<file path="src/bmq_config.svh">
// ====================================================================
// Build-time sizing macros for the branch-miss dispatch queue
// ====================================================================
`ifndef BMQ_CONFIG_SVH
`define BMQ_CONFIG_SVH

// Number of slots in the circular dispatch queue
// Must be a power of two between 4 and 16 so the pointers wrap naturally
`define BMQ_QENTRIES 8

// Width of a slot index, derived from the queue depth
`define BMQ_QBITS $clog2(`BMQ_QENTRIES)

// Width of the opaque payload carried with each operation
// The queue never looks inside it
`define BMQ_PAYLOAD_W 16

`endif

</file>
<file path="src/rtl/bmq_pkg.sv">
// ====================================================================
// Shared types of the dispatch queue: opcode, slot index and thread id
// ====================================================================
`default_nettype none

`include "bmq_config.svh"

package bmq_pkg;

    // Operation class as written by the front end
    // Only branches carry a prediction that the branch unit later checks
    typedef enum logic [1:0] {
        op_alu    = 2'd0,
        op_load   = 2'd1,
        op_store  = 2'd2,
        op_branch = 2'd3
    } op_e;

    // Position of an entry in the circular queue
    // Also used as the tag that the branch unit reports outcomes against
    typedef logic [`BMQ_QBITS-1:0] qidx_t;

    // Hardware thread that owns an entry
    // Two threads share the queue, so one bit is enough
    typedef logic thread_t;

endpackage

`default_nettype wire

</file>
<file path="src/rtl/branch_stomp.sv">
// ====================================================================
// Branch-miss stomp vector for the dispatch queue
// Purely combinational, marks younger same-thread entries for removal
// ====================================================================
`timescale 1ns/1ps
`default_nettype none

`include "bmq_config.svh"

module branch_stomp (
    input  wire logic                      branchmiss,
    input  wire bmq_pkg::thread_t          miss_thread,
    input  wire bmq_pkg::qidx_t            miss_id,
    input  wire bmq_pkg::qidx_t            head,
    input  wire logic [`BMQ_QENTRIES-1:0]  slot_thread,
    input  wire logic [`BMQ_QENTRIES-1:0]  slot_valid,
    output logic      [`BMQ_QENTRIES-1:0]  stomp
);

    // Slots that lie strictly after the branch and before the head
    logic [`BMQ_QENTRIES-1:0] in_range;
    // Slots owned by the thread that took the miss
    logic [`BMQ_QENTRIES-1:0] same_thread;

    // ================================================================
    // Younger-than-branch window
    // ================================================================

    // Walking forward from the branch, everything up to the head is younger
    // than the branch, since the head marks the oldest live entry
    always_comb begin
        for (int n = 0; n < `BMQ_QENTRIES; n++) begin
            if (head == miss_id) begin
                // Branch sits at the head, so every other slot is younger
                in_range[n] = (bmq_pkg::qidx_t'(n) != miss_id);
            end else if (head > miss_id) begin
                // Window does not cross the top slot
                in_range[n] = (bmq_pkg::qidx_t'(n) > miss_id) &&
                              (bmq_pkg::qidx_t'(n) < head);
            end else begin
                // Window wraps past the top slot back to slot zero
                in_range[n] = (bmq_pkg::qidx_t'(n) > miss_id) ||
                              (bmq_pkg::qidx_t'(n) < head);
            end
        end
    end

    // ================================================================
    // Thread filter and final vector
    // ================================================================

    // The other thread did not follow the wrong path, so it keeps its entries
    always_comb begin
        for (int n = 0; n < `BMQ_QENTRIES; n++) begin
            same_thread[n] = (slot_thread[n] == miss_thread);
        end
    end

    // Only live entries are marked, so a slot filled during the miss cycle
    // is still invalid here and survives
    always_comb begin
        if (branchmiss) begin
            stomp = in_range & same_thread & slot_valid;
        end else begin
            stomp = '0;
        end
    end

endmodule

`default_nettype wire

</file>
<file path="src/rtl/branch_check.sv">
// ====================================================================
// Branch outcome check against the stored prediction
// Produces the resolve hit and the registered one-cycle miss report
// ====================================================================
`timescale 1ns/1ps
`default_nettype none

`include "bmq_config.svh"

module branch_check (
    input  wire logic                      clk,
    input  wire logic                      rst,
    input  wire logic                      resolve_valid,
    input  wire bmq_pkg::qidx_t            resolve_id,
    input  wire logic                      resolve_taken,
    input  wire logic [`BMQ_QENTRIES-1:0]  slot_valid,
    input  wire logic [`BMQ_QENTRIES-1:0]  slot_branch,
    input  wire logic [`BMQ_QENTRIES-1:0]  slot_resolved,
    input  wire logic [`BMQ_QENTRIES-1:0]  slot_pred,
    input  wire logic [`BMQ_QENTRIES-1:0]  slot_thread,
    output logic                           resolve_hit,
    output logic                           branchmiss,
    output bmq_pkg::thread_t               miss_thread,
    output bmq_pkg::qidx_t                 miss_id
);

    // Outcome disagrees with what the front end predicted
    logic mispredict;

    // ================================================================
    // Resolve qualification
    // ================================================================

    // A report only counts for a live branch that has not been resolved yet
    // Stale or duplicate reports fall through without effect
    always_comb begin
        resolve_hit = resolve_valid &
                      slot_valid[resolve_id] &
                      slot_branch[resolve_id] &
                      ~slot_resolved[resolve_id];
    end

    // Compare the actual direction with the stored prediction bit
    always_comb begin
        mispredict = resolve_hit & (resolve_taken != slot_pred[resolve_id]);
    end

    // ================================================================
    // Registered miss
    // ================================================================

    // The miss lasts exactly one cycle, the cycle in which the stomp block
    // computes its vector and the queue holds back retirement
    always_ff @(posedge clk) begin
        if (rst) begin
            branchmiss  <= 1'b0;
            miss_thread <= '0;
            miss_id     <= '0;
        end else begin
            branchmiss <= mispredict;
            // Thread and index hold their last value between misses
            if (mispredict) begin
                miss_thread <= slot_thread[resolve_id];
                miss_id     <= resolve_id;
            end
        end
    end

endmodule

`default_nettype wire

</file>
<file path="src/rtl/dispatch_queue.sv">
// ====================================================================
// Circular dispatch queue with tail enqueue and in-order head retire
// Holds resolved bits and clears entries removed after a branch miss
// ====================================================================
`timescale 1ns/1ps
`default_nettype none

`include "bmq_config.svh"

module dispatch_queue (
    input  wire logic                       clk,
    input  wire logic                       rst,

    // Enqueue port from the front end
    input  wire logic                       in_valid,
    output logic                            in_ready,
    input  wire bmq_pkg::thread_t           in_thread,
    input  wire bmq_pkg::op_e               in_op,
    input  wire logic                       in_pred_taken,
    input  wire logic [`BMQ_PAYLOAD_W-1:0]  in_payload,

    // Retire port toward the back end
    output logic                            out_valid,
    input  wire logic                       out_ready,
    output bmq_pkg::thread_t                out_thread,
    output bmq_pkg::op_e                    out_op,
    output logic      [`BMQ_PAYLOAD_W-1:0]  out_payload,

    // Resolve and miss handling
    input  wire logic                       resolve_hit,
    input  wire bmq_pkg::qidx_t             resolve_id,
    input  wire logic                       branchmiss,
    input  wire logic [`BMQ_QENTRIES-1:0]   stomp,

    // Slot state seen by the check and stomp blocks
    output logic      [`BMQ_QENTRIES-1:0]   slot_valid,
    output logic      [`BMQ_QENTRIES-1:0]   slot_thread,
    output logic      [`BMQ_QENTRIES-1:0]   slot_branch,
    output logic      [`BMQ_QENTRIES-1:0]   slot_resolved,
    output logic      [`BMQ_QENTRIES-1:0]   slot_pred,
    output bmq_pkg::qidx_t                  head
);

    // Opcode and payload of each slot
    bmq_pkg::op_e               slot_op      [`BMQ_QENTRIES];
    logic [`BMQ_PAYLOAD_W-1:0]  slot_payload [`BMQ_QENTRIES];

    // Next slot to be written by the front end
    bmq_pkg::qidx_t tail;

    // Handshake and head movement qualifiers
    logic enq_fire;
    logic ret_fire;
    logic head_ready;
    logic skip_head;

    // One-hot set and clear masks for the valid bits
    logic [`BMQ_QENTRIES-1:0] enq_set;
    logic [`BMQ_QENTRIES-1:0] ret_clr;
    logic [`BMQ_QENTRIES-1:0] res_set;

    // ================================================================
    // Decode of stored opcodes
    // ================================================================

    always_comb begin
        for (int n = 0; n < `BMQ_QENTRIES; n++) begin
            slot_branch[n] = (slot_op[n] == bmq_pkg::op_branch);
        end
    end

    // ================================================================
    // Port handshakes
    // ================================================================

    // The tail only reuses a slot once it is empty, including stomp holes
    assign in_ready = ~slot_valid[tail];
    assign enq_fire = in_valid & in_ready;

    // A branch may only leave once the branch unit has reported on it
    assign head_ready = ~slot_branch[head] | slot_resolved[head];

    // Retirement is held off for the miss cycle so the head cannot move
    // past the branch before the stomp has landed
    assign out_valid = slot_valid[head] & head_ready & ~branchmiss;
    assign ret_fire  = out_valid & out_ready;

    assign out_thread  = slot_thread[head];
    assign out_op      = slot_op[head];
    assign out_payload = slot_payload[head];

    // An empty head slot is stepped over while live entries remain ahead
    assign skip_head = ~slot_valid[head] & (|slot_valid);

    // ================================================================
    // Per-slot update masks
    // ================================================================

    always_comb begin
        for (int n = 0; n < `BMQ_QENTRIES; n++) begin
            enq_set[n] = enq_fire && (tail == bmq_pkg::qidx_t'(n));
            ret_clr[n] = ret_fire && (head == bmq_pkg::qidx_t'(n));
            res_set[n] = resolve_hit && (resolve_id == bmq_pkg::qidx_t'(n));
        end
    end

    // ================================================================
    // Control state
    // ================================================================

    // Stomp and retire never hit the same slot as an enqueue, since both
    // act on valid slots and an enqueue needs an empty one
    always_ff @(posedge clk) begin
        if (rst) begin
            slot_valid    <= '0;
            slot_resolved <= '0;
            head          <= '0;
            tail          <= '0;
        end else begin
            slot_valid <= (slot_valid & ~stomp & ~ret_clr) | enq_set;

            // A fresh entry starts unresolved, a hit marks it resolved
            slot_resolved <= (slot_resolved & ~enq_set) | res_set;

            if (enq_fire) begin
                tail <= tail + 1'b1;
            end

            // Pointers wrap on their own because the depth is a power of two
            if (ret_fire || skip_head) begin
                head <= head + 1'b1;
            end
        end
    end

    // ================================================================
    // Entry payload
    // ================================================================

    // Written only on an accepted enqueue and otherwise held
    always_ff @(posedge clk) begin
        if (enq_fire) begin
            slot_thread[tail]  <= in_thread;
            slot_pred[tail]    <= in_pred_taken;
            slot_op[tail]      <= in_op;
            slot_payload[tail] <= in_payload;
        end
    end

endmodule

`default_nettype wire

</file>
<file path="src/rtl/bmq_top.sv">
// ====================================================================
// Top level of the dispatch queue with branch-miss recovery
// ====================================================================
`timescale 1ns/1ps
`default_nettype none

`include "bmq_config.svh"

module bmq_top (
    input  wire logic                       clk,
    input  wire logic                       rst,

    // Enqueue port
    input  wire logic                       in_valid,
    output logic                            in_ready,
    input  wire bmq_pkg::thread_t           in_thread,
    input  wire bmq_pkg::op_e               in_op,
    input  wire logic                       in_pred_taken,
    input  wire logic [`BMQ_PAYLOAD_W-1:0]  in_payload,

    // Retire port
    output logic                            out_valid,
    input  wire logic                       out_ready,
    output bmq_pkg::thread_t                out_thread,
    output bmq_pkg::op_e                    out_op,
    output logic      [`BMQ_PAYLOAD_W-1:0]  out_payload,

    // Resolve port, always accepted
    input  wire logic                       resolve_valid,
    input  wire bmq_pkg::qidx_t             resolve_id,
    input  wire logic                       resolve_taken,

    // Miss report toward fetch
    output logic                            miss_valid,
    output bmq_pkg::thread_t                miss_thread,
    output bmq_pkg::qidx_t                  miss_id
);

    // Slot state shared between the queue and the two helper blocks
    logic [`BMQ_QENTRIES-1:0] slot_valid;
    logic [`BMQ_QENTRIES-1:0] slot_thread;
    logic [`BMQ_QENTRIES-1:0] slot_branch;
    logic [`BMQ_QENTRIES-1:0] slot_resolved;
    logic [`BMQ_QENTRIES-1:0] slot_pred;
    bmq_pkg::qidx_t           head;

    // Feedback from the check and stomp blocks into the queue
    logic                     resolve_hit;
    logic [`BMQ_QENTRIES-1:0] stomp;

    // The registered miss pulse doubles as the outside miss_valid
    dispatch_queue u_queue (
        .clk           (clk),
        .rst           (rst),
        .in_valid      (in_valid),
        .in_ready      (in_ready),
        .in_thread     (in_thread),
        .in_op         (in_op),
        .in_pred_taken (in_pred_taken),
        .in_payload    (in_payload),
        .out_valid     (out_valid),
        .out_ready     (out_ready),
        .out_thread    (out_thread),
        .out_op        (out_op),
        .out_payload   (out_payload),
        .resolve_hit   (resolve_hit),
        .resolve_id    (resolve_id),
        .branchmiss    (miss_valid),
        .stomp         (stomp),
        .slot_valid    (slot_valid),
        .slot_thread   (slot_thread),
        .slot_branch   (slot_branch),
        .slot_resolved (slot_resolved),
        .slot_pred     (slot_pred),
        .head          (head)
    );

    branch_check u_check (
        .clk           (clk),
        .rst           (rst),
        .resolve_valid (resolve_valid),
        .resolve_id    (resolve_id),
        .resolve_taken (resolve_taken),
        .slot_valid    (slot_valid),
        .slot_branch   (slot_branch),
        .slot_resolved (slot_resolved),
        .slot_pred     (slot_pred),
        .slot_thread   (slot_thread),
        .resolve_hit   (resolve_hit),
        .branchmiss    (miss_valid),
        .miss_thread   (miss_thread),
        .miss_id       (miss_id)
    );

    // Stomp vector is consumed by the queue at the end of the miss cycle
    branch_stomp u_stomp (
        .branchmiss  (miss_valid),
        .miss_thread (miss_thread),
        .miss_id     (miss_id),
        .head        (head),
        .slot_thread (slot_thread),
        .slot_valid  (slot_valid),
        .stomp       (stomp)
    );

endmodule

`default_nettype wire

</file>
<file path="config.mk">
export PLATFORM = sky130hd
export DESIGN_NAME = bmq_top
export DESIGN_NICKNAME = d
export VERILOG_FILES = /design/src/rtl/bmq_pkg.sv /design/src/rtl/branch_stomp.sv /design/src/rtl/branch_check.sv /design/src/rtl/dispatch_queue.sv /design/src/rtl/bmq_top.sv
export VERILOG_INCLUDE_DIRS = /design/src
export SDC_FILE = /design/constraint.sdc
export NUM_CORES = 1
export LEC_CHECK = 0
export CORE_ASPECT_RATIO = 1.4
export CORE_MARGIN = 2
export CORE_UTILIZATION = 57
export CTS_CLUSTER_DIAMETER = 50
export DETAILED_ROUTE_END_ITERATION = 16
export DONT_BUFFER_PORTS = 1
export GPL_TIMING_DRIVEN = 0
export MAX_ROUTING_LAYER = met4
export PLACE_DENSITY = 0.75
export REMOVE_ABC_BUFFERS = 1
export SLEW_MARGIN = 10
export SYNTH_ARGS = -nofsm -noshare
export SYNTH_HDL_FRONTEND = slang
export SYNTH_SLANG_ARGS = --single-unit
</file>
<file path="constraint.sdc">
create_clock -name clk -period 4.1 [get_ports clk]
set_clock_uncertainty 0.1 [all_clocks]
set_input_delay 0.82 -clock clk [delete_from_list [all_inputs] [get_ports clk]]
set_output_delay 0.82 -clock clk [all_outputs]
set_load 0.01 [all_outputs]
</file>
# Word-level counts from Yosys, hierarchy flattened
# Memory sizes are Yosys's and may differ from the RTL's. A register that Yosys moved wholly into a read port is not among the register bits.
# Index checks and enable logic that the tools add are counted.
# totals
memories	2
register_bits	43
input_bits	29
word_cells	199
out_inout_bits	26
ram_bits	144
# mem_list
memory	depth	word_bits	read_ports	rd_clocked_by_memory_dff	wr	line_no	source
u_queue.slot_payload	8	16	1	1	1	dispatch_queue.sv:46	logic [`BMQ_PAYLOAD_W-1:0] slot_payload [`BMQ_QENTRIES];
u_queue.slot_op	8	2	9	1	1	dispatch_queue.sv:45	bmq_pkg::op_e slot_op [`BMQ_QENTRIES];
# op_classes
n_eq_ne	46
n_lt_le_gt_ge	21
reduce_logical	47
n_mux	47
bitwise	25
add_sub_neg	2
# ops
op	count
AND 8 bit	5
equality test 3 bit, second input constant	12
logical AND 1 bit	33
binary-select mux 1 bit (select 3 bit)	10
2-to-1 mux 1 bit	29
inverter 8 bit	3
equality test 3 x 2 -> 1 bit, second input constant	6
bitwise mux 8 bit	2
equality test 2 bit, second input constant	8
bitwise OR 8 bit	2
greater-than comparator 3 bit, first input constant	4
< comparator 3 bit, first input constant	4
< comparator 3 x 4 -> 1 bit, second input constant	3
2-to-1 mux 3 bit	4
inequality test 3 bit, first input constant	4
AND 1 bit	9
equality test 3 x 1 -> 1 bit, second input constant	3
logical NOT 3 bit	3
logical OR 1 bit	9
equality test 1 bit	8
2-to-1 mux 8 bit	1
OR reduction 8 bit	1
adder 3 x 1 -> 3 bit, second input constant	2
greater-than comparator 1 x 3 -> 1 bit, first input constant	2
other kinds (13)	21

# Longest topological paths before layout
# logic_depth
depth_word	12
mapped_depth	9
ltp_nobuf	8

# Cells and area by module
# A second synthesis with hierarchy kept.
# unflattened
hier_cells	524
area_unflattened_um2	8471.9
# modules_own_cells
module	cells_per_inst	area_each_um2	instances	seq_area_each_um2
dispatch_queue	416	7551.0	1	5305.1
branch_check	43	475.5	1	100.1
branch_stomp	65	445.4	1	0.0

# Worst setup path before layout
# No wires, ideal clock.
# synth_timing
kind	flip-flop to flip-flop
startpoint	register u_queue.tail[2]
endpoint	memory u_queue.slot_op[0][0] (netlist bit) (enable)
path_stages_with_launch	7
slack_ns	0.261
arrival_time_ns	3.291
setup_ns	0.448
period_less_slack_ns	3.839
cell_sequence	dfxtp_1 > buf_2 > mux2_2 > a22oi_1 > nand3_1 > buf_2 > nor4_1
# synth_between
elab_chain_len	6
# synth_rtl
item	line_no	source
from (decl)	dispatch_queue.sv:49	bmq_pkg::qidx_t tail;
from (signal assigned)	dispatch_queue.sv:126	tail <= tail + 1'b1;
binary-select mux 1 bit (select 3 bit)	dispatch_queue.sv:77	assign in_ready = ~slot_valid[tail];
2-to-1 mux 1 bit (not written as such)	dispatch_queue.sv:77	
inverter 1 bit	dispatch_queue.sv:77	
AND 1 bit	dispatch_queue.sv:78	assign enq_fire = in_valid & in_ready;
2-to-1 mux 1 bit	dispatch_queue.sv:142	if (enq_fire) begin
2-to-1 mux 1 bit (not written as such)	dispatch_queue.sv:145	slot_op[tail] <= in_op;
to (decl)	dispatch_queue.sv:45	
# Several ways; a longest one is shown, not always the timed one. The select of a mux whose other input is x is not followed.

# Worst setup path after layout
# layout_timing
startpoint	register u_queue.tail[2]
endpoint	register u_queue.slot_thread[5] (enable)
# layout_between
elab_chain_len	4
# layout_rtl
item	line_no	source
binary-select mux 1 bit (select 3 bit)	dispatch_queue.sv:77	
2-to-1 mux 1 bit (not written as such)	dispatch_queue.sv:77	
inverter 1 bit	dispatch_queue.sv:77	
AND 1 bit	dispatch_queue.sv:78	
to (signal, indexed assignment)	dispatch_queue.sv:143	slot_thread[tail] <= in_thread;
to (decl)	dispatch_queue.sv:37	output logic [`BMQ_QENTRIES-1:0] slot_thread,
# Every way passes these cells. The select of a mux whose other input is x is not followed.
# A chain may end at the register's enable or synchronous reset.

==> results.txt <==
The final period demand of the worst path works out to 3.86 ns. The post-synthesis compound-gate area fraction is 0.0610. The area share of xor/xnor cells in the synthesized design was 0.0104.

The logs give 8710 µm² for the standard cell area after detailed placement and 14400 µm² for the core footprint. The tools report the headroom to the max-slew limit as 0.301. The number of buffers created by CTS is 17, and the number of design rule violations left after detail routing is 0. For the worst setup path, the data arrival time is 3.90 ns. The largest total area in the synthesized netlist belongs to sky130_fd_sc_hd__edfxtp_1. TritonCTS built the clock tree. The share of the cycle needed by the critical path after routing came out at 0.941. Counting along the longest clock path gives a buffer depth of 2.

For the worst-skew pair, the clock arrives at the later sink with an insertion delay of 0.43 ns. The repair_antennas step left the layout with diodes totalling 0. The total global-route track usage is 0.253.

The final route contains 4901 vias. After synthesis the cells add up to 8410 µm². For this run, the number of Yosys warnings is 0. The floorplan row count is 52. After clock tree synthesis, the clock-pin slew on the worst setup and hold paths is 0.08 ns. Dividing total power by cell area gives a power density of 617 nW/µm².

Data on the critical path is required at its endpoint by 4.14 ns. After global routing the overflow that remains totals 0. The number of hold-slack violations in the final timing report is 0.

A synthesized cell averages 15.8 µm². In this run the worst hold path is classified as input port to flop. The number of synthesized flops with an enable pin is 160, and the number of antenna violations at the first check in global routing is 0.

The post-synthesis sequential area ratio is 0.643. The multiplexer area fraction after synthesis is 0.162, and the count of pins over their slew limit is 0. The logs give 438 for the number of design-rule violations left by the first detailed-router iteration and 0.939 for the routability congestion estimate from global placement. The tools report the initial standard-cell utilization of the core as 0.582. The average routed wire per standard cell works out to 24.8 µm. The final number of setup-violating endpoints came out at 0. Derived from the worst setup path, the maximum achievable clock frequency is 0.259 GHz.

Dividing the detail-routed via count by the number of cells gives 6.61. The number of max-cap violations is 0, and the wire length of the first global-routing pass is 28.8 mm. The synthesis-to-finish area growth works out to 11.1%. In the final routing, the length of wire on met1 measures 7.13 mm.

The fraction of the mapped netlist area in simple logic gates came out at 0.0736. Number of global-route vias before repair: 5018. Synthesis inferred 190 register bits.

Final hold analysis gives a worst-case slack of 0.350 ns. Once detail routing completed, the nets flagged for antenna violations numbered 0. The number of buffers inserted by port buffering came out at 0. Entering global routing, the biggest net connects 37 pins. Once the clock tree was built, the setup fixing pass inserted 0 buffers. At the pin with the least slew margin, the transition time is 1.05 ns.

The first TritonRoute pass finished after 5 iterations. The number of I/O pins is 55, and the setup total negative slack is 0 ns. The netlist uses 59 different library cells. The tools report the floorplan die area as 15800 µm².

The instance count of the mapped netlist was 533. The share of final-layout standard cells stronger than drive strength 1 is 0.236. After synthesis, the most frequently instantiated cells are 160 x sky130_fd_sc_hd__edfxtp_1, 41 x sky130_fd_sc_hd__mux4_2, 30 x sky130_fd_sc_hd__dfxtp_1. The die is 148 µm tall.

The main combinational cell family by area after synthesis was multiplexers. The total leakage power was 2.98 nW; the width of the die was 107 µm. The critical setup path kind was flop to flop. The tools report the number of nets in the final layout as 581. By area the synthesized netlist is led by sky130_fd_sc_hd__edfxtp_1 57%, sky130_fd_sc_hd__mux4_2 11%, sky130_fd_sc_hd__dfxtp_1 7.1%. Setup repair after global routing left no endpoint under its margin. The final instance area was 9340 µm²; the proportion of synthesized flip-flops having asynchronous set or reset was 0. Wire segments on met2 add up to 9.66 mm in the final route.

The clock sink count was 190. The flow ran to the end, and the final reports show no timing, DRC or antenna violations. Summed over all nets, wire length on met3 after detailed routing comes to 1.10 mm. The H-tree was split into 4 levels. The area share of the largest cell type after synthesis was 0.571.

The type of element launching the critical path was a flop. The tree is rooted in a sky130_fd_sc_hd__clkbuf_16. The post-synthesis adder-cell area fraction is 0.0217. Among all flip-flop cells after synthesis, the most frequent one is sky130_fd_sc_hd__edfxtp_1. The worst-case IR drop observed on VDD is 0.413 mV.

The detailed placement HPWL came out at 12.0 mm. The highest metal layer with signal wires was met4. The kind of capture point of the worst setup path was a flop. In this run the worst path has a maximum fanout of 19. Most numerous cell in the Yosys netlist: sky130_fd_sc_hd__edfxtp_1.

Summed over all layers, the routed wires come to 18.3 mm.
==> worst paths after layout <==
kind                                                          start                             endpoint  slack [ns]  depth (start not counted)
worst max-delay path                   u_queue.tail[2]$_SDFFE_PP0P_     u_queue.slot_thread[5]$_DFFE_PP_        0.24                          8
worst min-delay path                                            rst      u_check.miss_id[0]$_SDFFE_PP0P_        0.35                          1
worst max register to register         u_queue.tail[2]$_SDFFE_PP0P_     u_queue.slot_thread[5]$_DFFE_PP_        0.24                          8
worst min register to register  u_queue.slot_resolved[1]$_SDFF_PP0_  u_queue.slot_resolved[1]$_SDFF_PP0_        0.42                          2
==> routing by layer <==
layer,GRT usage,up-vias
met5,-,-
met1,0.317,2522
met2,0.409,203
met3,0.0538,37
li1,-,2139
met4,0.0974,0
==> cells by family after synthesis <==
kind of cell	count (synthesis)
AND/OR/NAND/NOR	115
XOR/XNOR	10
flip-flops	190
multiplexers	79
buffers and inverters	52
AO/OA/AOI/OAI	72
adder cells (fa/ha/maj)	15
==> per-stage QoR <==
step | worst slack (ns) | utilization | cells | power, mW
2_1_floorplan | 0.0357 | - | 499 | 3.65
3_3_place_gp | -2.34 | 0.587 | 688 | 4.03
3_5_place_dp | 0.159 | 0.603 | 709 | 4.12
4_1_cts | 0.109 | 0.645 | 741 | 5.77
5_1_grt | 0.00451 | 0.647 | 741 | 6.01
6_report | 0.241 | 0.647 | 741 | 5.76
==> layout by cell type, fill, tap and decap left out, types with 6 or more instances in the layout <==
| cell | Yosys | routed |
|---|---|---|
| sky130_fd_sc_hd__mux2_2 | 19 | 19 |
| sky130_fd_sc_hd__clkbuf_16 | 0 | 17 |
| sky130_fd_sc_hd__dfxtp_1 | 30 | 28 |
| sky130_fd_sc_hd__nand3_1 | 10 | 10 |
| sky130_fd_sc_hd__mux2i_1 | 16 | 16 |
| sky130_fd_sc_hd__nand3b_1 | 7 | 7 |
| sky130_fd_sc_hd__inv_1 | 17 | 17 |
| sky130_fd_sc_hd__ha_1 | 13 | 13 |
| sky130_fd_sc_hd__a32o_1 | 6 | 6 |
| sky130_fd_sc_hd__nor2_1 | 16 | 15 |
| sky130_fd_sc_hd__nand2_1 | 28 | 28 |
| sky130_fd_sc_hd__buf_4 | 2 | 12 |
| sky130_fd_sc_hd__mux4_2 | 41 | 41 |
| sky130_fd_sc_hd__o21ai_0 | 12 | 12 |
| sky130_fd_sc_hd__xnor2_1 | 10 | 10 |
| sky130_fd_sc_hd__edfxtp_1 | 160 | 160 |
| sky130_fd_sc_hd__a21oi_1 | 20 | 20 |
| sky130_fd_sc_hd__clkinv_8 | 0 | 6 |
| sky130_fd_sc_hd__nor3_1 | 14 | 10 |
==> critical path, cell delays in order, from the launching register on <==
cell	delay, ns
sky130_fd_sc_hd__dfxtp_1	0.91
sky130_fd_sc_hd__mux2i_1	0.33
sky130_fd_sc_hd__a21oi_1	0.12
sky130_fd_sc_hd__o21ai_0	0.28
sky130_fd_sc_hd__and3_1	0.46
sky130_fd_sc_hd__nand2_1	0.31
sky130_fd_sc_hd__nor3_4	0.59
sky130_fd_sc_hd__buf_4	0.30
sky130_fd_sc_hd__buf_6	0.17
==> sequential cells by signal, indices dropped and copies added, names as in the netlist, named ones only <==
signal,count
u_queue.slot_payload,128
u_queue.slot_op,16
u_queue.slot_pred,8
u_queue.slot_resolved,8
u_queue.slot_thread,8
u_queue.slot_valid,8
u_check.miss_id,3
u_queue.head,3
u_queue.tail,3
u_check.branchmiss,1
u_check.miss_thread,1
==> report_power, final <==
part	internal, mW	switching (mW)	leakage [nW]
clock network	0.831	0.819	0.295
logic	0.707	0.753	0.987
registers	2.34	0.311	1.69
total	3.88	1.88	2.98
==> final cells by class <==
type	instances	area [µm²]
flip-flops and latches	190	5410
fillers	984	5100
multi-input cells	291	2830
clock buffers	17	425
well taps	189	236
clock inverters	15	186
repair buffers	21	183
inverters	18	67.6
==> what timing repair did <==
item,in CTS,in global routing
hold buffers,0,0
endpoints found under the setup margin,0,23
gates resized for setup,0,3
Power figures use the tool's default switching activity.
